`config.mk`:
```
export PLATFORM = sky130hd
export DESIGN_NAME = axi_pkt_bridge
export DESIGN_NICKNAME = d
export VERILOG_FILES = /design/src/design/bridge_pkg.sv /design/src/design/pkt_if.sv /design/src/design/pkt_parser.sv /design/src/design/req_gen.sv /design/src/design/rsp_packer.sv /design/src/design/axi_pkt_bridge.sv
export SDC_FILE = /design/constraint.sdc
export NUM_CORES = 1
export LEC_CHECK = 0
export BUFFER_PORTS_ARGS = -buffer_cell sky130_fd_sc_hd__buf_2
export CAP_MARGIN = 10
export CORE_MARGIN = 2
export CORE_UTILIZATION = 32
export DETAILED_ROUTE_END_ITERATION = 10
export PLACE_DENSITY = 0.59
export SETUP_SLACK_MARGIN = 0.2
export SLEW_MARGIN = 10
export SYNTH_ARGS = -nofsm -noshare
export SYNTH_HDL_FRONTEND = slang
export SYNTH_HIERARCHICAL = 1
export SYNTH_SLANG_ARGS = --single-unit
```
`constraint.sdc`:
```
create_clock -name clk -period 2.6 [get_ports clk]
set_input_delay 0.26 -clock clk [delete_from_list [all_inputs] [get_ports clk]]
set_output_delay 0.26 -clock clk [all_outputs]
set_load 0.02 [all_outputs]
```
`src/design/bridge_pkg.sv`:
```
// shared widths, marker bytes and FIFO word layout for the packet-to-bus bridge
// imported by every RTL block and by the testbench
`default_nettype none

package bridge_pkg;

  localparam int FIFO_W  = 128;  // FIFO word
  localparam int BEAT_W  = 64;   // bus data beat
  localparam int ID_W    = 4;
  localparam int ADDR_W  = 32;
  localparam int LEN_W   = 4;
  localparam int SIZE_W  = 3;
  localparam int BURST_W = 2;
  localparam int LOCK_W  = 2;
  localparam int CACHE_W = 2;
  localparam int PROT_W  = 3;
  localparam int STRB_W  = 4;
  localparam int RESP_W  = 2;

  localparam int MARK_W    = 8;   // start and end marker bytes
  localparam int KIND_W    = 16;
  localparam int RSVD_W    = 48;
  localparam int RSP_FLD_W = 4;   // bresp slot in the response word

  localparam logic [MARK_W-1:0] SOP_BYTE = 8'hAA;
  localparam logic [MARK_W-1:0] EOP_BYTE = 8'h53;
  localparam logic [KIND_W-1:0] RD_KIND  = 16'h0113;  // anything else is a write

  // tags on the parser to generator link
  localparam int TAG_W = 2;
  localparam logic [TAG_W-1:0] TAG_HDR_RD = 2'd0;
  localparam logic [TAG_W-1:0] TAG_HDR_WR = 2'd1;
  localparam logic [TAG_W-1:0] TAG_DATA   = 2'd2;
  localparam logic [TAG_W-1:0] TAG_TRAIL  = 2'd3;

  // parser FSM states
  localparam int PS_W = 2;
  localparam logic [PS_W-1:0] PS_HDR = 2'd0;  // waiting for a header
  localparam logic [PS_W-1:0] PS_DHI = 2'd1;
  localparam logic [PS_W-1:0] PS_DLO = 2'd2;
  localparam logic [PS_W-1:0] PS_TRL = 2'd3;

  // a FIFO word seen as a request header or as two payload halves
  typedef union packed {
    struct packed {
      logic [MARK_W-1:0]  sop;
      logic [ID_W-1:0]    id;
      logic [ADDR_W-1:0]  addr;
      logic [LEN_W-1:0]   len;
      logic [SIZE_W-1:0]  size;
      logic [BURST_W-1:0] burst;
      logic [LOCK_W-1:0]  lock;
      logic [CACHE_W-1:0] cache;
      logic [PROT_W-1:0]  prot;
      logic [STRB_W-1:0]  strb;
      logic [KIND_W-1:0]  kind;
      logic [RSVD_W-1:0]  rsvd;
    } hdr;
    struct packed {
      logic [BEAT_W-1:0] hi;  // sent first
      logic [BEAT_W-1:0] lo;
    } half;
  } fifo_word_u;

endpackage

`default_nettype wire

```
`src/design/pkt_if.sv`:
```
// parsed word link from the packet parser to the request generator
// one item per valid pulse and the generator always accepts
`timescale 1ns/1ns
`default_nettype none

interface pkt_if;
  import bridge_pkg::*;

  logic             valid;    // one-cycle pulse per item
  logic [TAG_W-1:0] tag;
  fifo_word_u       word;
  logic             lo_half;  // data or trailer sits in the low half
  logic             last;     // final payload beat of the packet

  modport parser (
    output valid,
    output tag,
    output word,
    output lo_half,
    output last
  );

  modport gen (
    input valid,
    input tag,
    input word,
    input lo_half,
    input last
  );

endinterface

`default_nettype wire

```
`src/design/pkt_parser.sv`:
```
// input side of the bridge that pops the FWFT FIFO, finds headers and tags payload halves
// items leave on pkt one cycle after their half was presented
`timescale 1ns/1ns
`default_nettype none

module pkt_parser (
  input  logic                   clk,
  input  logic                   rst_n,
  input  logic                   fifo_empty,
  input  bridge_pkg::fifo_word_u fifo_rdata,
  output logic                   read_enable,
  output logic                   sop_err,
  pkt_if.parser                  pkt
);
  import bridge_pkg::*;

  logic [PS_W-1:0]  state;
  logic [PS_W-1:0]  state_nxt;
  logic [LEN_W:0]   beat_cnt;  // payload beats still to tag
  logic [LEN_W:0]   beats;
  logic             trl_lo;    // trailer lands in the low half
  logic             is_sop;
  logic             is_rd;

  assign is_sop = (fifo_rdata.hdr.sop == SOP_BYTE);
  assign is_rd  = (fifo_rdata.hdr.kind == RD_KIND);
  assign beats  = {1'b0, fifo_rdata.hdr.len} + 1'b1;

  // pop decision and next state wait while the FIFO is empty
  always_comb
  begin
    read_enable = 1'b0;
    state_nxt   = state;
    case (state)
      PS_HDR:
      begin
        if (!fifo_empty)
        begin
          read_enable = 1'b1;  // header or junk word is popped either way
          if (is_sop && !is_rd)
          begin
            state_nxt = PS_DHI;
          end
        end
      end
      PS_DHI:
      begin
        if (!fifo_empty)
        begin
          // last beat in a hi half puts the trailer in the lo half
          state_nxt = (beat_cnt == 1) ? PS_TRL : PS_DLO;
        end
      end
      PS_DLO:
      begin
        if (!fifo_empty)
        begin
          read_enable = 1'b1;
          state_nxt   = (beat_cnt == 1) ? PS_TRL : PS_DHI;
        end
      end
      PS_TRL:
      begin
        if (!fifo_empty)
        begin
          read_enable = 1'b1;  // a hi-half trailer discards the lo half
          state_nxt   = PS_HDR;
        end
      end
      default:
      begin
        state_nxt = PS_HDR;
      end
    endcase
  end

  always_ff @(posedge clk or negedge rst_n)
  begin
    if (!rst_n)
    begin
      state       <= PS_HDR;
      beat_cnt    <= '0;
      trl_lo      <= 1'b0;
      sop_err     <= 1'b0;
      pkt.valid   <= 1'b0;
      pkt.tag     <= TAG_HDR_RD;
      pkt.lo_half <= 1'b0;
      pkt.last    <= 1'b0;
    end
    else
    begin
      state     <= state_nxt;
      sop_err   <= 1'b0;
      pkt.valid <= 1'b0;
      pkt.last  <= 1'b0;
      if (!fifo_empty)
      begin
        case (state)
          PS_HDR:
          begin
            if (is_sop)
            begin
              pkt.valid   <= 1'b1;
              pkt.tag     <= is_rd ? TAG_HDR_RD : TAG_HDR_WR;
              pkt.lo_half <= 1'b0;
              if (!is_rd)
              begin
                beat_cnt <= beats;
                trl_lo   <= beats[0];  // parity fixes the trailer position
              end
            end
            else
            begin
              sop_err <= 1'b1;  // non-header word is dropped
            end
          end
          PS_DHI, PS_DLO:
          begin
            pkt.valid   <= 1'b1;
            pkt.tag     <= TAG_DATA;
            pkt.lo_half <= (state == PS_DLO);
            pkt.last    <= (beat_cnt == 1);
            beat_cnt    <= beat_cnt - 1'b1;
          end
          default:
          begin
            pkt.valid   <= 1'b1;
            pkt.tag     <= TAG_TRAIL;
            pkt.lo_half <= trl_lo;
          end
        endcase
      end
    end
  end

  // word travels alongside the tag
  always_ff @(posedge clk)
  begin
    if (!fifo_empty)
    begin
      pkt.word <= fifo_rdata;
    end
  end

endmodule

`default_nettype wire

```
`src/design/req_gen.sv`:
```
// request generator that turns tagged words into read and write requests and write beats
// all outputs are registered one cycle behind the parser link
`timescale 1ns/1ns
`default_nettype none

module req_gen (
  input  logic                           clk,
  input  logic                           rst_n,
  pkt_if.gen                             pkt,
  output logic                           rd_req,
  output logic                           wr_req,
  output logic [bridge_pkg::ID_W-1:0]    ar_id,
  output logic [bridge_pkg::ID_W-1:0]    aw_id,
  output logic [bridge_pkg::ADDR_W-1:0]  ar_addr,
  output logic [bridge_pkg::ADDR_W-1:0]  aw_addr,
  output logic [bridge_pkg::LEN_W-1:0]   ar_len,
  output logic [bridge_pkg::LEN_W-1:0]   aw_len,
  output logic [bridge_pkg::SIZE_W-1:0]  ar_size,
  output logic [bridge_pkg::SIZE_W-1:0]  aw_size,
  output logic [bridge_pkg::BURST_W-1:0] ar_burst,
  output logic [bridge_pkg::BURST_W-1:0] aw_burst,
  output logic [bridge_pkg::LOCK_W-1:0]  ar_lock,
  output logic [bridge_pkg::LOCK_W-1:0]  aw_lock,
  output logic [bridge_pkg::CACHE_W-1:0] ar_cache,
  output logic [bridge_pkg::CACHE_W-1:0] aw_cache,
  output logic [bridge_pkg::PROT_W-1:0]  ar_prot,
  output logic [bridge_pkg::PROT_W-1:0]  aw_prot,
  output logic [bridge_pkg::STRB_W-1:0]  w_strb,
  output logic                           w_valid,
  output logic                           w_last,
  output logic [bridge_pkg::BEAT_W-1:0]  w_data,
  output logic                           eop_err
);
  import bridge_pkg::*;

  logic [BEAT_W-1:0] sel_half;  // the half this item refers to

  assign sel_half = pkt.lo_half ? pkt.word.half.lo : pkt.word.half.hi;

  // strobes and error
  always_ff @(posedge clk or negedge rst_n)
  begin
    if (!rst_n)
    begin
      rd_req  <= 1'b0;
      wr_req  <= 1'b0;
      w_valid <= 1'b0;
      w_last  <= 1'b0;
      eop_err <= 1'b0;
    end
    else
    begin
      rd_req  <= pkt.valid && (pkt.tag == TAG_HDR_RD);
      wr_req  <= pkt.valid && (pkt.tag == TAG_HDR_WR);
      w_valid <= pkt.valid && (pkt.tag == TAG_DATA);
      w_last  <= pkt.valid && (pkt.tag == TAG_DATA) && pkt.last;
      // trailer half has to open with the end marker
      eop_err <= pkt.valid && (pkt.tag == TAG_TRAIL) &&
                 (sel_half[BEAT_W-1 -: MARK_W] != EOP_BYTE);
    end
  end

  // request fields held until the next header of the same kind
  always_ff @(posedge clk or negedge rst_n)
  begin
    if (!rst_n)
    begin
      ar_id    <= '0;
      ar_addr  <= '0;
      ar_len   <= '0;
      ar_size  <= '0;
      ar_burst <= '0;
      ar_lock  <= '0;
      ar_cache <= '0;
      ar_prot  <= '0;
      aw_id    <= '0;
      aw_addr  <= '0;
      aw_len   <= '0;
      aw_size  <= '0;
      aw_burst <= '0;
      aw_lock  <= '0;
      aw_cache <= '0;
      aw_prot  <= '0;
      w_strb   <= '0;
      w_data   <= '0;
    end
    else if (pkt.valid)
    begin
      case (pkt.tag)
        TAG_HDR_RD:
        begin
          ar_id    <= pkt.word.hdr.id;
          ar_addr  <= pkt.word.hdr.addr;
          ar_len   <= pkt.word.hdr.len;
          ar_size  <= pkt.word.hdr.size;
          ar_burst <= pkt.word.hdr.burst;
          ar_lock  <= pkt.word.hdr.lock;
          ar_cache <= pkt.word.hdr.cache;
          ar_prot  <= pkt.word.hdr.prot;
        end
        TAG_HDR_WR:
        begin
          aw_id    <= pkt.word.hdr.id;
          aw_addr  <= pkt.word.hdr.addr;
          aw_len   <= pkt.word.hdr.len;
          aw_size  <= pkt.word.hdr.size;  // beat count ignores the size
          aw_burst <= pkt.word.hdr.burst;
          aw_lock  <= pkt.word.hdr.lock;
          aw_cache <= pkt.word.hdr.cache;
          aw_prot  <= pkt.word.hdr.prot;
          w_strb   <= pkt.word.hdr.strb;  // same strobe on every beat
        end
        TAG_DATA:
        begin
          w_data <= sel_half;
        end
        default:
        begin
          w_data <= w_data;  // trailer carries no beat
        end
      endcase
    end
  end

endmodule

`default_nettype wire

```
`src/design/rsp_packer.sv`:
```
// output side that packs a write response into a 128-bit word for the response FIFO
// from the top down the word holds zeros, start marker, bid, padded bresp and end marker
`timescale 1ns/1ns
`default_nettype none

module rsp_packer (
  input  logic                          clk,
  input  logic                          rst_n,
  input  logic                          wr_rsp_en,
  input  logic [bridge_pkg::ID_W-1:0]   bid,
  input  logic [bridge_pkg::RESP_W-1:0] bresp,
  output logic                          rsp_write,
  output logic [bridge_pkg::FIFO_W-1:0] rsp_data
);
  import bridge_pkg::*;

  logic [FIFO_W-1:0] rsp_word;

  assign rsp_word = {{(FIFO_W - 2*MARK_W - ID_W - RSP_FLD_W){1'b0}},
                     SOP_BYTE,
                     bid,
                     {(RSP_FLD_W - RESP_W){1'b0}}, bresp,
                     EOP_BYTE};

  always_ff @(posedge clk or negedge rst_n)
  begin
    if (!rst_n)
    begin
      rsp_write <= 1'b0;
      rsp_data  <= '0;
    end
    else
    begin
      rsp_write <= wr_rsp_en;
      rsp_data  <= wr_rsp_en ? rsp_word : '0;  // zero between responses
    end
  end

endmodule

`default_nettype wire

```
`src/design/axi_pkt_bridge.sv`:
```
// top of the packet-to-bus request bridge
// FIFO in, read and write requests plus write beats out, write responses packed back
`timescale 1ns/1ns
`default_nettype none

module axi_pkt_bridge (
  input  logic                           clk,
  input  logic                           rst_n,
  input  logic                           fifo_empty,
  input  logic [bridge_pkg::FIFO_W-1:0]  fifo_rdata,
  output logic                           read_enable,
  output logic                           sop_err,
  output logic                           rd_req,
  output logic                           wr_req,
  output logic [bridge_pkg::ID_W-1:0]    ar_id,
  output logic [bridge_pkg::ID_W-1:0]    aw_id,
  output logic [bridge_pkg::ADDR_W-1:0]  ar_addr,
  output logic [bridge_pkg::ADDR_W-1:0]  aw_addr,
  output logic [bridge_pkg::LEN_W-1:0]   ar_len,
  output logic [bridge_pkg::LEN_W-1:0]   aw_len,
  output logic [bridge_pkg::SIZE_W-1:0]  ar_size,
  output logic [bridge_pkg::SIZE_W-1:0]  aw_size,
  output logic [bridge_pkg::BURST_W-1:0] ar_burst,
  output logic [bridge_pkg::BURST_W-1:0] aw_burst,
  output logic [bridge_pkg::LOCK_W-1:0]  ar_lock,
  output logic [bridge_pkg::LOCK_W-1:0]  aw_lock,
  output logic [bridge_pkg::CACHE_W-1:0] ar_cache,
  output logic [bridge_pkg::CACHE_W-1:0] aw_cache,
  output logic [bridge_pkg::PROT_W-1:0]  ar_prot,
  output logic [bridge_pkg::PROT_W-1:0]  aw_prot,
  output logic [bridge_pkg::STRB_W-1:0]  w_strb,
  output logic                           w_valid,
  output logic                           w_last,
  output logic [bridge_pkg::BEAT_W-1:0]  w_data,
  output logic                           eop_err,
  input  logic                           wr_rsp_en,
  input  logic [bridge_pkg::ID_W-1:0]    bid,
  input  logic [bridge_pkg::RESP_W-1:0]  bresp,
  output logic                           rsp_write,
  output logic [bridge_pkg::FIFO_W-1:0]  rsp_data
);

  pkt_if pkt ();  // parser to generator

  pkt_parser i_parser (
    .clk         (clk),
    .rst_n       (rst_n),
    .fifo_empty  (fifo_empty),
    .fifo_rdata  (fifo_rdata),
    .read_enable (read_enable),
    .sop_err     (sop_err),
    .pkt         (pkt.parser)
  );

  req_gen i_req_gen (
    .clk      (clk),
    .rst_n    (rst_n),
    .pkt      (pkt.gen),
    .rd_req   (rd_req),
    .wr_req   (wr_req),
    .ar_id    (ar_id),
    .aw_id    (aw_id),
    .ar_addr  (ar_addr),
    .aw_addr  (aw_addr),
    .ar_len   (ar_len),
    .aw_len   (aw_len),
    .ar_size  (ar_size),
    .aw_size  (aw_size),
    .ar_burst (ar_burst),
    .aw_burst (aw_burst),
    .ar_lock  (ar_lock),
    .aw_lock  (aw_lock),
    .ar_cache (ar_cache),
    .aw_cache (aw_cache),
    .ar_prot  (ar_prot),
    .aw_prot  (aw_prot),
    .w_strb   (w_strb),
    .w_valid  (w_valid),
    .w_last   (w_last),
    .w_data   (w_data),
    .eop_err  (eop_err)
  );

  rsp_packer i_rsp_packer (
    .clk       (clk),
    .rst_n     (rst_n),
    .wr_rsp_en (wr_rsp_en),
    .bid       (bid),
    .bresp     (bresp),
    .rsp_write (rsp_write),
    .rsp_data  (rsp_data)
  );

endmodule

`default_nettype wire

```
Yosys cells after proc, flatten, opt, wreduce, memory -nomap -nowiden --
Cells that the tools add are included.
Cells by class: mux-type cells 28, reduce and logical (&&, ||, !) cells 20, bitwise gates (word level) 2, add/subtract/negate cells 2, eq/ne operators 17
Operator list (count):
- 64-bit two-way mux | 1
- 24-bit two-way mux | 1
- 16-bit by 9-bit equality test with 1-bit output, second input constant | 1
- 2-bit two-way mux | 7
- 1-bit two-way mux | 13
- 5-bit two-way mux | 2
- 2-bit != test, second input constant | 5
- 5-bit case mux with 2 select lines | 1
- 2-bit equality test, second input constant | 4
- 8-bit equality test, second input constant | 1
- 8-bit by 7-bit != test with 1-bit output, second input constant | 1
- 2-bit case mux with 4 select lines | 1
- 2-bit AND reduction | 4
- 4-bit AND reduction | 2
- 1-bit logical AND | 7
- 4-bit by 1-bit adder with 5-bit output, second input constant | 1
- 5-bit by 1-bit equality test with 1-bit output, second input constant | 1
- 5-bit AND reduction | 1
- 5-bit by 1-bit subtractor with 5-bit output, second input constant | 1
- 2-bit by 1-bit equality test with 1-bit output, second input constant | 2
- 2-bit zero test | 2
- 2-bit by 1-bit != test with 1-bit output, second input constant | 2
- 2-bit case mux with 2 select lines | 1
- 3-bit OR reduction | 1
- 5 further kinds | 6
Word-level totals: register bits 344, word-level logic and storage cells 103, output and inout port bits 308

Longest topological paths before layout --
Gate-level depths: netlist of run 1.
depth in word-level cells 6, depth in mapped cells 7

By module --
Netlist of run 1, hierarchy kept.
Modules (own cells, without submodules):
- req_gen | area an instance 7324.5 µm², times used 1, cells an instance 526
- pkt_parser | area an instance 4812.1 µm², times used 1, cells an instance 229
- rsp_packer | area an instance 1132.3 µm², times used 1, cells an instance 136

Worst setup path before layout of run 1 --
No wires, ideal clock.
kind in2reg, from input fifo_empty, to register i_parser.beat_cnt[2], setup slack -1.657 ns, arrival time 4.153 ns, setup time 0.104 ns, stages 6, cell sequence clkbuf_2 inv_1 and3_4 a21oi_4 or2_4 a221oi_1
On the way: longest elaborated chain between the ends 2
Ends and longest elaborated chain:
- start: declaration | line axi_pkt_bridge.sv:9 | input logic fifo_empty,
- 1-bit inverter (no line)
- 4-bit AND reduction (no line)
- end signal: assignment | line pkt_parser.sv:108 | beat_cnt <= beats;
- end signal: assignment | line pkt_parser.sv:123 | beat_cnt <= beat_cnt - 1'b1;
- end: declaration | line pkt_parser.sv:19 | logic [LEN_W:0] beat_cnt;
Every way passes these cells. A chain may end at the register's enable or synchronous reset.

Final worst setup path of run 1 --
from register i_parser.state[0], to register i_parser.state[0]
On the way: longest elaborated chain between the ends 3, elaborated cells on any way between the ends 11
Ends and longest elaborated chain:
- start: declaration | line pkt_parser.sv:17 | logic [PS_W-1:0] state;
- start signal: assignment | line pkt_parser.sv:92 | state <= state_nxt;
- 2-bit equality test, or another cell as far along | line pkt_parser.sv:34 | case (state)
- 2-bit != test (no line) or 2-bit by 1-bit != test with 1-bit output (tied branches)
- 5-bit AND reduction (no line)
Several ways; a longest one is shown, not always the timed one.

==> results of run 1 <==
final timing paths:
| path | startpoint | end | cells after the start |
|---|---|---|---|
| worst max-delay path | i_parser/state[0]$_DFFE_PN0P_ | i_parser/state[0]$_DFFE_PN0P_ | 7 |
| worst min-delay path | rst_n | i_req_gen/ar_len[0]$_DFFE_PN0P_ | 2 |
| worst max register to register | i_parser/state[0]$_DFFE_PN0P_ | i_parser/state[0]$_DFFE_PN0P_ | 7 |
| worst min register to register | i_req_gen/w_data[44]$_DFFE_PN0P_ | i_req_gen/w_data[44]$_DFFE_PN0P_ | 2 |
| max in group asynchronous | rst_n | i_req_gen/w_data[8]$_DFFE_PN0P_ | 3 |
| min in group clk | fifo_rdata[118] | i_parser/pkt.word[118]$_DFFE_PN_ | 2 |
worst max-delay path, stage by stage, from the launching register on:
cell and delay, ns:
dfrtp_1 0.45, inv_1 0.12, ha_1 0.24, or3_1 0.39, a21oi_1 0.16, a21oi_1 0.08, nand2b_1 0.17, o31a_1 0.28
power by group through the flow:
stage	clock [mW]	combinational, mW	sequential, mW
2_1_floorplan	0	2.18	7.78
3_3_place_gp	0	4.29	7.09
3_5_place_dp	0	4.37	7.12
4_1_cts	5.35	4.54	7.04
5_1_grt	5.56	4.89	7.17
6_report	5.16	4.49	7.04
registers in the layout, summed over array words and instances (netlist names), 5 cells and up:
signal	cells
i_parser/beat_cnt	5
i_parser/pkt.word	128
i_req_gen/ar_addr	32
i_req_gen/aw_addr	32
i_req_gen/w_data	64
i_rsp_packer/rsp_data	7
routing by layer:
metal	vias up	part of all wire (%)	routed length [um]	GRT usage, %
met1	4160	43	14200	19.2
li1	3866	-	-	-
met2	293	49	16200	25.5
met4	0	2.5	841	5.62
met5	-	0	0	0
met3	55	5.9	1950	3.42
per-stage QoR:
step	worst slack [ns]	TNS, ns	area, sq um
finish	0.597	0	17600
global route	0.428	0	17600
CTS	0.604	0	17600
detailed placement	0.610	0	15000
global placement	0.694	0	15000
floorplan	-0.591	-12.64	13700
cells in the mapped netlist, types with 2 or more instances:
master    instances  area [sq um]
mux2_2           30           338
a21oi_1           5          25.0
inv_1            12          45.0
clkbuf_1          6          22.5
nor2_1            7          26.3
nor4b_2           2          30.0
mux2_4           29           435
o22ai_1           3          18.8
mux2_1           49           552
a221oi_1          2          17.5
nand3_1           6          30.0
buf_2            13          65.1
buf_4           129           968
and3_1            3          18.8
dfrtp_1         198          4950
mux2i_1          66           661
nand2_1          69           259
buf_8             5          75.1
and2_1            7          43.8
and4bb_1          2          25.0
nor3_1            4          20.0
edfxtp_1        128          3840
a31oi_1           2          12.5
nand4b_1          2          17.5
o21ai_0          73           365
buf_6             5          56.3
nand3b_1          2          15.0
or3_1             2          12.5
ha_1             10           125
layout make-up:
class	count	area, sq um	area share, %
Timing Repair Buffer	481	3200	18.2
Sequential cell	326	8800	50.0
Multi-Input combinational cell	507	3680	20.9
Clock buffer	56	1100	6.25
Inverter	12	48.8	0.277
Tap cell	532	666	3.78
Clock inverter	12	115	0.654
cells by family (layout without fill, tap and decap cells):
kind of cell | Yosys count | after routing | synth area share (%)
AO/OA/AOI/OAI | 92 | 92 | 3.81
XOR/XNOR | 2 | 2 | 0.132
adder cells (fa/ha/maj) | 10 | 10 | 0.943
buffers and inverters | 171 | 561 | 9.33
flip-flops | 326 | 326 | 66.3
multiplexers | 174 | 174 | 15.0
other | 1 | 114 | 0.0283
AND/OR/NAND/NOR | 115 | 115 | 4.49
==> reports/qor.csv, run 1 <==
stage,metric,value,unit
pwr,Net Sw Frac,33.0,%
pwr,Clock power frac,30.9,%
setup_path,Worst Setup End Kind,register,
status,status,finished clean,
setup_path,Setup CP Type,reg2reg,
floorplanning,row cnt,74,
timing,Worst Tran Pin Value,0.722,ns
floorplanning,CORE AREA,40900,sq um
pwr,Tot Pwr,16.7,mW
clock_tree,CTS tree,done,
drt,DR WL/cell,17.2,um
logic_synthesis,ys async rst share,60.7,%
global_route,gr usage total,15.2,%
clock_tree,number of hold buffers added after cts,137,
timing,Tmin final,2.00,ns
clock_tree,Root Buffer,clkbuf_16,
clock_tree,H-tree Lvls,2,
drt,1st-iter DRT viols,381,
global_route,grt ovf,0,
layout,final net count,1513,
global_route,initial antenna violation count,0,
floorplanning,DIE AREA,43100,sq um
drt,drc violations,0,
floorplanning,die extent in y,208,um
drt,Via Count,8374,
drt,Vias/cell,4.35,
timing,"Slew Viols, Final",0,
layout,fin cells,1926,
logic_synthesis,"Seq/Total Area, Yosys",66.3,%
logic_synthesis,synth unique cells,49,
setup_path,Worst EP arrival,2.41,ns
global_route,first-pass GRT wire length,51.5,mm
timing,Slew HR,51.9,%
pwr,Peak VDD IR,0.474,mV
pwr,Comb pwr share,26.9,%
floorplanning,die width,208,um
drt,Routed WL,33.2,mm
clock_tree,Max clock buf depth,3,
place,dpl cells,1721,
layout,n_diodes,0,
place,port bufs,331,
setup_path,startpoint types,register,
timing,Final Hold Fails,0,
logic_synthesis,Syn Area/Cell,14.9,sq um
clock_tree,Worst-Skew Late Latency,0.53,ns
clock_tree,"CTS clk-pin slew, worst paths",0.06,ns
job,maxcap violations,0,
global_route,number of global-route vias before repair,8913,
layout,area added between synthesis and finish,32.7,%
clock_tree,Post-CTS Resized,0,
timing,post-route clock skew,0.0132,ns
floorplanning,I/O pin total,446,
layout,Fillers,3746,
pwr,sequential share of power,42.2,%
pwr,P_int,11.2,mW
drt,DRT antenna net count,0,
timing,RSZ-0062 raised after global routing,false,
setup_path,data required time of the critical path,3.01,ns
logic_synthesis,post-synthesis cell count,891,
layout,most frequent cells in the layout,"buf_2, dfrtp_1, dlygate4sd3_1, edfxtp_1, conb_1",
min_path,worst min-delay path category,in2async,
setup_path,Reg2Reg Setup Slack,0.60,ns
logic_synthesis,synthesized flop and latch total,326,
timing,Final setup viols,0,
pwr,PD cells,948,nW/um^2
global_route,pin count of the biggest net entering global routing,92,
timing,Max Clock Freq,499,MHz
timing,Final period util,77.0,%
clock_tree,TritonCTS Sinks,326,
layout,share of cells above drive strength 1,33.6,%
logic_synthesis,Post-synth EDFFs,128,
clock_tree,TritonCTS buffer count,37,
clock_tree,Post-CTS Setup Inserts,0,
drt,DRT Pass-1 Iters,4,
floorplanning,starting density of the core,32.4,%
place,Post-DP HPWL,21.5,mm
logic_synthesis,Mapped Area,13300,sq um
setup_path,CP Max Fanout,6,
logic_synthesis,Synth warnings,6,
layout,end-of-flow core utilization,43.0,%
logic_synthesis,top_reg_cell synth,dfrtp_1,
pwr,Switch Pwr,5.51,mW
pwr,LEAKAGE,8.66,nW
timing,Hold WS,0.234,ns
place,GP Congestion,0.763,
layout,"commonest non-fill, non-tap cell in the layout",buf_2,
No activity file was read; power rests on OpenSTA's default activity.
==> run 2: changes to the inputs <==
--- a/config.mk
+++ b/config.mk
@@ -5,12 +5,13 @@
 export SDC_FILE = /design/constraint.sdc
 export NUM_CORES = 1
 export LEC_CHECK = 0
+export ABC_AREA = 1
 export BUFFER_PORTS_ARGS = -buffer_cell sky130_fd_sc_hd__buf_2
 export CAP_MARGIN = 10
 export CORE_MARGIN = 2
 export CORE_UTILIZATION = 32
 export DETAILED_ROUTE_END_ITERATION = 10
-export PLACE_DENSITY = 0.59
+export PLACE_DENSITY = 0.61
 export SETUP_SLACK_MARGIN = 0.2
 export SLEW_MARGIN = 10
 export SYNTH_ARGS = -nofsm -noshare
==> constraint.sdc (replaced) <==
create_clock -name clk -period 1.74 [get_ports clk]
set_input_delay 0.174 -clock clk [delete_from_list [all_inputs] [get_ports clk]]
set_output_delay 0.174 -clock clk [all_outputs]
set_load 0.02 [all_outputs]
==> reports/qor.csv, run 2 <==
stage,metric,value,unit,change
clock_tree,TritonCTS buffer count,38,,+2.7%
timing,Final setup viols,0,,unchanged
global_route,gr usage total,16.5,%,+1.4 points
pwr,Peak VDD IR,1.03,mV,+120%
drt,DRT antenna net count,0,,unchanged
drt,Via Count,9962,,+19%
clock_tree,H-tree Lvls,2,,unchanged
logic_synthesis,synthesized flop and latch total,326,,unchanged
global_route,first-pass GRT wire length,55.9,mm,+8.5%
layout,"commonest non-fill, non-tap cell in the layout",buf_2,,
layout,area added between synthesis and finish,37.0,%,
min_path,worst min-delay path category,in2async,,
job,maxcap violations,0,,unchanged
clock_tree,"CTS clk-pin slew, worst paths",0.06,ns,about the same
layout,Largest register FFs,128,,unchanged
drt,Routed WL,37.5,mm,+13%
place,placed cell area,15300,sq um,+1.7%
logic_synthesis,Synth top area share,37.2,%,-0.14 points
logic_synthesis,Synth warnings,6,,unchanged
setup_path,peak per-stage delay on the critical path,0.39,ns,-0.06 ns
clock_tree,CTS tree,done,,
setup_path,Top delay family on crit path,flip-flops,,
drt,DRT Pass-1 Iters,5,,+1
global_route,initial antenna violation count,3,,+3
setup_path,startpoint types,register,,
logic_synthesis,Post-synth EDFFs,128,,unchanged
setup_path,data required time of the critical path,1.57,ns,-1.44 ns
setup_path,crit-path most repeated cell,buf_6,,
drt,1st-iter DRT viols,877,,+130%
floorplanning,die width,208,um,+0.18%
global_route,grt ovf,0,,unchanged
setup_path,slowest CP cell,dfrtp_1,,
clock_tree,Max clock buf depth,3,,unchanged
setup_path,Crit path buffers/inverters,2,,+1
setup_path,"Cell Chain, Critical Path","buf_6, ha_4, nor2_4, buf_6",,
setup_path,Setup CP Type,reg2out,,
global_route,number of global-route vias before repair,9847,,+10%
layout,Finished Cell Area,18300,sq um,+3.7%
timing,Tmin final,1.58,ns,
floorplanning,starting density of the core,32.5,%,+0.12 points
pwr,PD cells,1690,nW/um^2,+78%
clock_tree,Root Buffer,clkbuf_16,,
logic_synthesis,most common cell in the netlist,nand2_1,,
clock_tree,Worst-Skew Late Latency,0.54,ns,about the same
timing,Final period util,90.7,%,
drt,Vias/cell,4.38,,+0.67%
status,status,finished clean,,
logic_synthesis,Synth area leader,dfrtp_1,,
logic_synthesis,top_reg_cell synth,dfrtp_1,,
logic_synthesis,leading cell types by count after synthesis,"nand2_1, dfrtp_1, o21ai_0, buf_4, edfxtp_1",,
timing,"Slew Viols, Final",0,,unchanged
floorplanning,DIE AREA,43300,sq um,+0.36%
floorplanning,row cnt,74,,unchanged
setup_path,CP Max Fanout,2,,-4
pwr,LEAKAGE,8.76,nW,+1.2%
timing,Setup Total Neg Slack,0,ns,unchanged
layout,largest register by flop count,i_parser/pkt.word,,
logic_synthesis,"Seq/Total Area, Yosys",66.1,%,-0.24 points
layout,most frequent cells in the layout,"buf_2, nand2_1, dfrtp_1, o21ai_0, dlygate4sd3_1",,
layout,final net count,1861,,+23%
floorplanning,die extent in y,208,um,+0.18%
logic_synthesis,ys async rst share,60.7,%,unchanged
floorplanning,I/O pin total,446,,unchanged
timing,post-route clock skew,0.0161,ns,+0.00289 ns
timing,RSZ-0062 raised after global routing,true,,
layout,share of cells above drive strength 1,27.0,%,-6.7 points
floorplanning,CORE AREA,40900,sq um,unchanged
layout,Largest regs,"i_parser/pkt.word x128, i_req_gen/w_data x64",,
drt,drc violations,0,,unchanged
clock_tree,TritonCTS Sinks,326,,unchanged
logic_synthesis,synth unique cells,32,,-35%
setup_path,Worst Setup End Kind,primary output,,
global_route,pin count of the biggest net entering global routing,70,,-24%
logic_synthesis,Syn Area/Cell,10.9,sq um,-27%
place,port bufs,331,,unchanged
logic_synthesis,Mapped Area,13300,sq um,+0.37%
drt,DR WL/cell,16.5,um,-4.4%
logic_synthesis,synth top area cells,"dfrtp_1, edfxtp_1, buf_4",,
place,Post-DP HPWL,25.1,mm,+16%
logic_synthesis,post-synthesis cell count,1221,,+37%
place,GP Congestion,0.825,,+8.2%
setup_path,Worst EP arrival,1.40,ns,-1.01 ns
timing,Max Clock Freq,634,MHz,
timing,Final Hold Fails,0,,unchanged
## run 2: worst reg2reg max path: stages (launching register included)
cell	delay, ns
dfrtp_1	0.39
buf_6	0.13
buf_4	0.15
ha_1	0.24
nor2_2	0.21
nand3_2	0.15
nand2_1	0.09
nand2_1	0.05
## run 2: report_power, final
part,switching [mW],internal [mW],leakage (nW)
Combinational,7.18,3.69,4.44
Sequential,1.23,10.3,3.66
Clock,3.15,5.28,0.658
## run 2: worst paths after layout
path | depth (start not counted) | slack [ns] | from | to
setup reg to reg | 7 | 0.23 | i_parser/state[0]$_DFFE_PN0P_ | i_parser/beat_cnt[4]$_DFFE_PN0P_
hold / removal | 2 | 0.14 | rst_n | i_req_gen/w_data[11]$_DFFE_PN0P_
max in group asynchronous | 3 | 0.97 | rst_n | i_req_gen/aw_addr[7]$_DFFE_PN0P_
hold reg to reg | 2 | 0.48 | i_req_gen/ar_lock[1]$_DFFE_PN0P_ | i_req_gen/ar_lock[1]$_DFFE_PN0P_
min in group clk | 2 | 0.33 | fifo_rdata[4] | i_parser/pkt.word[4]$_DFFE_PN_
setup / recovery | 4 | 0.16 | i_parser/state[0]$_DFFE_PN0P_ | read_enable
## run 2: cells by family (layout without fill, tap and decap cells)
| group | after synthesis | after routing | share of synthesized area [%] |
|---|---|---|---|
| flip-flops | 326 | 326 | 66.1 |
| AND/OR/NAND/NOR | 374 | 376 | 11.6 |
| AO/OA/AOI/OAI | 240 | 240 | 9.31 |
| other | 1 | 115 | 0.0282 |
| adder cells (fa/ha/maj) | 10 | 10 | 0.939 |
| XOR/XNOR | 1 | 1 | 0.0658 |
| multiplexers | 1 | 1 | 0.0752 |
| buffers and inverters | 268 | 675 | 11.9 |
## run 2: area by class of cell
cell class / instances / area (sq um)
tap: 532 / 666
antenna: 1 / 2.50
fill: 3808 / 22700
sequential: 326 / 8800
inverter: 93 / 362
clock inverter: 13 / 169
clock buffer: 57 / 1180
multi-input combinational: 742 / 3440
timing repair buffer: 512 / 3640
## run 2: what timing repair did
action,4_1_cts,5_1_grt
pin swaps,1,6
buffers inserted,1,8
gates cloned,0,3
setup endpoints to repair,2,104
hold buffers,143,0
hold endpoints to repair,336,0
resized for setup,8,10
## run 2: metal layers
layer / share of wire [%] / track usage, %
met5: 0.080 / 0
met4: 2.8 / 6.29
met3: 8.4 / 4.45
met2: 49 / 28.5
met1: 39 / 19.7
## run 2: per-stage QoR
stage / setup slack [ns] / utilization, % / cells / hold WS (ns) / total power, mW
3_5_place_dp: 0.172 / 37.3 / 2050 / 0.146 / 21.9
4_1_cts: 0.0900 / 44.2 / 2264 / 0.141 / 30.8
3_3_place_gp: 0.220 / 37.3 / 2050 / 0.148 / 21.7
5_1_grt: 0.0981 / 44.6 / 2276 / 0.182 / 32.7
6_report: 0.162 / 44.6 / 2276 / 0.141 / 30.8
2_1_floorplan: 0.223 / - / 1334 / -0.122 / 18.1
==> run 3: changes to the inputs <==
--- a/config.mk
+++ b/config.mk
@@ -11,7 +11,7 @@
 export CORE_MARGIN = 2
 export CORE_UTILIZATION = 32
 export DETAILED_ROUTE_END_ITERATION = 10
-export PLACE_DENSITY = 0.61
+export PLACE_DENSITY = 0.59
 export SETUP_SLACK_MARGIN = 0.2
 export SLEW_MARGIN = 10
 export SYNTH_ARGS = -nofsm -noshare
==> constraint.sdc (replaced) <==
create_clock -name clk -period 1.7 [get_ports clk]
set_input_delay 0.17 -clock clk [delete_from_list [all_inputs] [get_ports clk]]
set_output_delay 0.17 -clock clk [all_outputs]
set_load 0.02 [all_outputs]
==> reports/qor.csv, run 3 (synthesis gave the netlist of run 2 again) <==
stage,metric,value,unit,change
status,status,finished clean,,
clock_tree,Worst-Skew Late Latency,0.54,ns,about the same
global_route,first-pass GRT wire length,55.8,mm,-0.22%
layout,fin cells,2277,,+0.044%
clock_tree,TritonCTS Sinks,326,,unchanged
clock_tree,CTS tree,done,,
setup_path,reg2reg path depth,7,,unchanged
layout,share of cells above drive strength 1,26.9,%,-0.057 points
timing,"Slew Viols, Final",0,,unchanged
clock_tree,H-tree Lvls,2,,unchanged
setup_path,Setup CP Type,reg2out,,
floorplanning,starting density of the core,32.5,%,unchanged
layout,area added between synthesis and finish,36.7,%,
floorplanning,die extent in y,208,um,unchanged
setup_path,reg2reg start,i_parser/state[0]$_DFFE_PN0P_,,
setup_path,data required time of the critical path,1.53,ns,-0.04 ns
setup_path,startpoint types,register,,
global_route,number of global-route vias before repair,9791,,-0.57%
setup_path,Reg2Reg Setup Slack,0.19,ns,-0.04 ns
layout,Largest regs,"i_parser/pkt.word x128, i_req_gen/w_data x64",,
drt,DRT Pass-1 Iters,5,,unchanged
place,GP Congestion,0.819,,-0.76%
setup_path,crit-path most repeated cell,buf_6,,
timing,Final Hold Fails,0,,unchanged
floorplanning,CORE AREA,40900,sq um,unchanged
timing,Max Clock Freq,627,MHz,
setup_path,capturing point of the worst reg2reg path,i_parser/beat_cnt[2]$_DFFE_PN0P_,,
place,port bufs,331,,unchanged
pwr,Peak VDD IR,0.981,mV,-5.0%
drt,Via Count,9846,,-1.2%
drt,DRT antenna net count,0,,unchanged
timing,Tmin final,1.59,ns,
global_route,gr usage total,16.5,%,-0.029 points
timing,Final setup viols,0,,unchanged
setup_path,peak per-stage delay on the critical path,0.39,ns,about the same
job,maxcap violations,0,,unchanged
setup_path,CP Max Fanout,2,,unchanged
drt,1st-iter DRT viols,571,,-35%
layout,final net count,1863,,+0.11%
place,Post-DP HPWL,25.0,mm,about the same
floorplanning,die width,208,um,unchanged
floorplanning,DIE AREA,43300,sq um,unchanged
drt,Routed WL,36.7,mm,-1.9%
timing,Setup Total Neg Slack,0,ns,unchanged
setup_path,Worst Setup End Kind,primary output,,
floorplanning,row cnt,74,,unchanged
drt,drc violations,0,,unchanged
layout,most frequent cells in the layout,"buf_2, nand2_1, dfrtp_1, o21ai_0, dlygate4sd3_1",,
layout,largest register by flop count,i_parser/pkt.word,,
pwr,PD cells,1710,nW/um^2,+1.3%
min_path,worst min-delay path category,in2async,,
setup_path,"Cell Chain, Critical Path","buf_6, ha_4, nor2_4, buf_6",,
global_route,grt ovf,0,,unchanged
layout,Largest register FFs,128,,unchanged
clock_tree,"CTS clk-pin slew, worst paths",0.06,ns,about the same
setup_path,Top delay family on crit path,flip-flops,,
global_route,initial antenna violation count,3,,unchanged
pwr,Tot Pwr,31.2,mW,+1.1%
layout,end-of-flow core utilization,44.5,%,-0.098 points
timing,Hold WS,0.152,ns,+0.0111 ns
timing,post-route clock skew,0.0186,ns,+0.00244 ns
setup_path,Worst EP arrival,1.42,ns,+0.02 ns
floorplanning,I/O pin total,446,,unchanged
timing,RSZ-0062 raised after global routing,true,,
setup_path,slowest CP cell,dfrtp_1,,
clock_tree,TritonCTS buffer count,37,,-2.6%
place,dpl cells,2054,,+0.20%
pwr,LEAKAGE,8.76,nW,about the same
layout,"commonest non-fill, non-tap cell in the layout",buf_2,,
global_route,pin count of the biggest net entering global routing,61,,-13%
clock_tree,Root Buffer,clkbuf_16,,
clock_tree,Max clock buf depth,3,,unchanged
drt,DR WL/cell,16.1,um,-2.0%
setup_path,Crit path buffers/inverters,2,,unchanged
timing,Final period util,93.7,%,
drt,Vias/cell,4.32,,-1.2%
-- run 3: metal layers --
metal  wire length [um]  part of all wire [%]  track usage [%]  up-vias
li1                   -                     -                -     4745
met1              15000                    41             20.3     4665
met2              18300                    50             28.4      385
met3               2630                   7.1             4.30       49
met4                758                   2.1             5.14        2
met5                 13                 0.035                0        -
-- run 3: worst max path at each step --
stage | from | cells after the start | to
after detailed placement | i_parser/state[1]$_DFFE_PN0P_ | 8 | i_parser/pkt.tag[0]$_DFFE_PN0P_
after global routing | i_parser/state[0]$_DFFE_PN0P_ | 4 | read_enable
final | i_parser/state[0]$_DFFE_PN0P_ | 4 | read_enable
after global placement | i_parser/state[1]$_DFFE_PN0P_ | 8 | i_parser/pkt.tag[0]$_DFFE_PN0P_
after CTS | i_parser/state[0]$_DFFE_PN0P_ | 4 | read_enable
after floorplan | i_parser/state[1]$_DFFE_PN0P_ | 9 | i_parser/state[0]$_DFFE_PN0P_
-- run 3: cell type report --
type                    count  area, sq um
well taps                 532          666
multi-input cells         740         3440
diodes                      2         5.00
repair buffers            517         3660
fillers                  3856        22700
inverters                  93          360
clock inverters            15          160
clock buffers              52         1120
flip-flops and latches    326         8800
-- run 3: repair_timing --
item                                   CTS  global route
setup endpoints to repair                3            50
buffers inserted                         3             7
resized for setup                        4            18
endpoints found under the hold margin  336             0
pin swaps                                1             5
hold buffers                           143             0
cloned                                   0             1
-- run 3: report_power, final --
part	total, mW	leakage (nW)	internal (mW)	switching [mW]
clock network	8.28	0.629	5.07	3.22
logic	11.1	4.47	3.80	7.27
registers	11.8	3.66	10.6	1.27
-- run 3: stage by stage --
stage | instance area [sq um] | worst slack (ns)
after floorplan | 13700 | 0.205
after global placement | 15300 | 0.197
after detailed placement | 15300 | 0.166
after CTS | 18100 | 0.0240
after global routing | 18200 | 0.0535
final | 18200 | 0.106
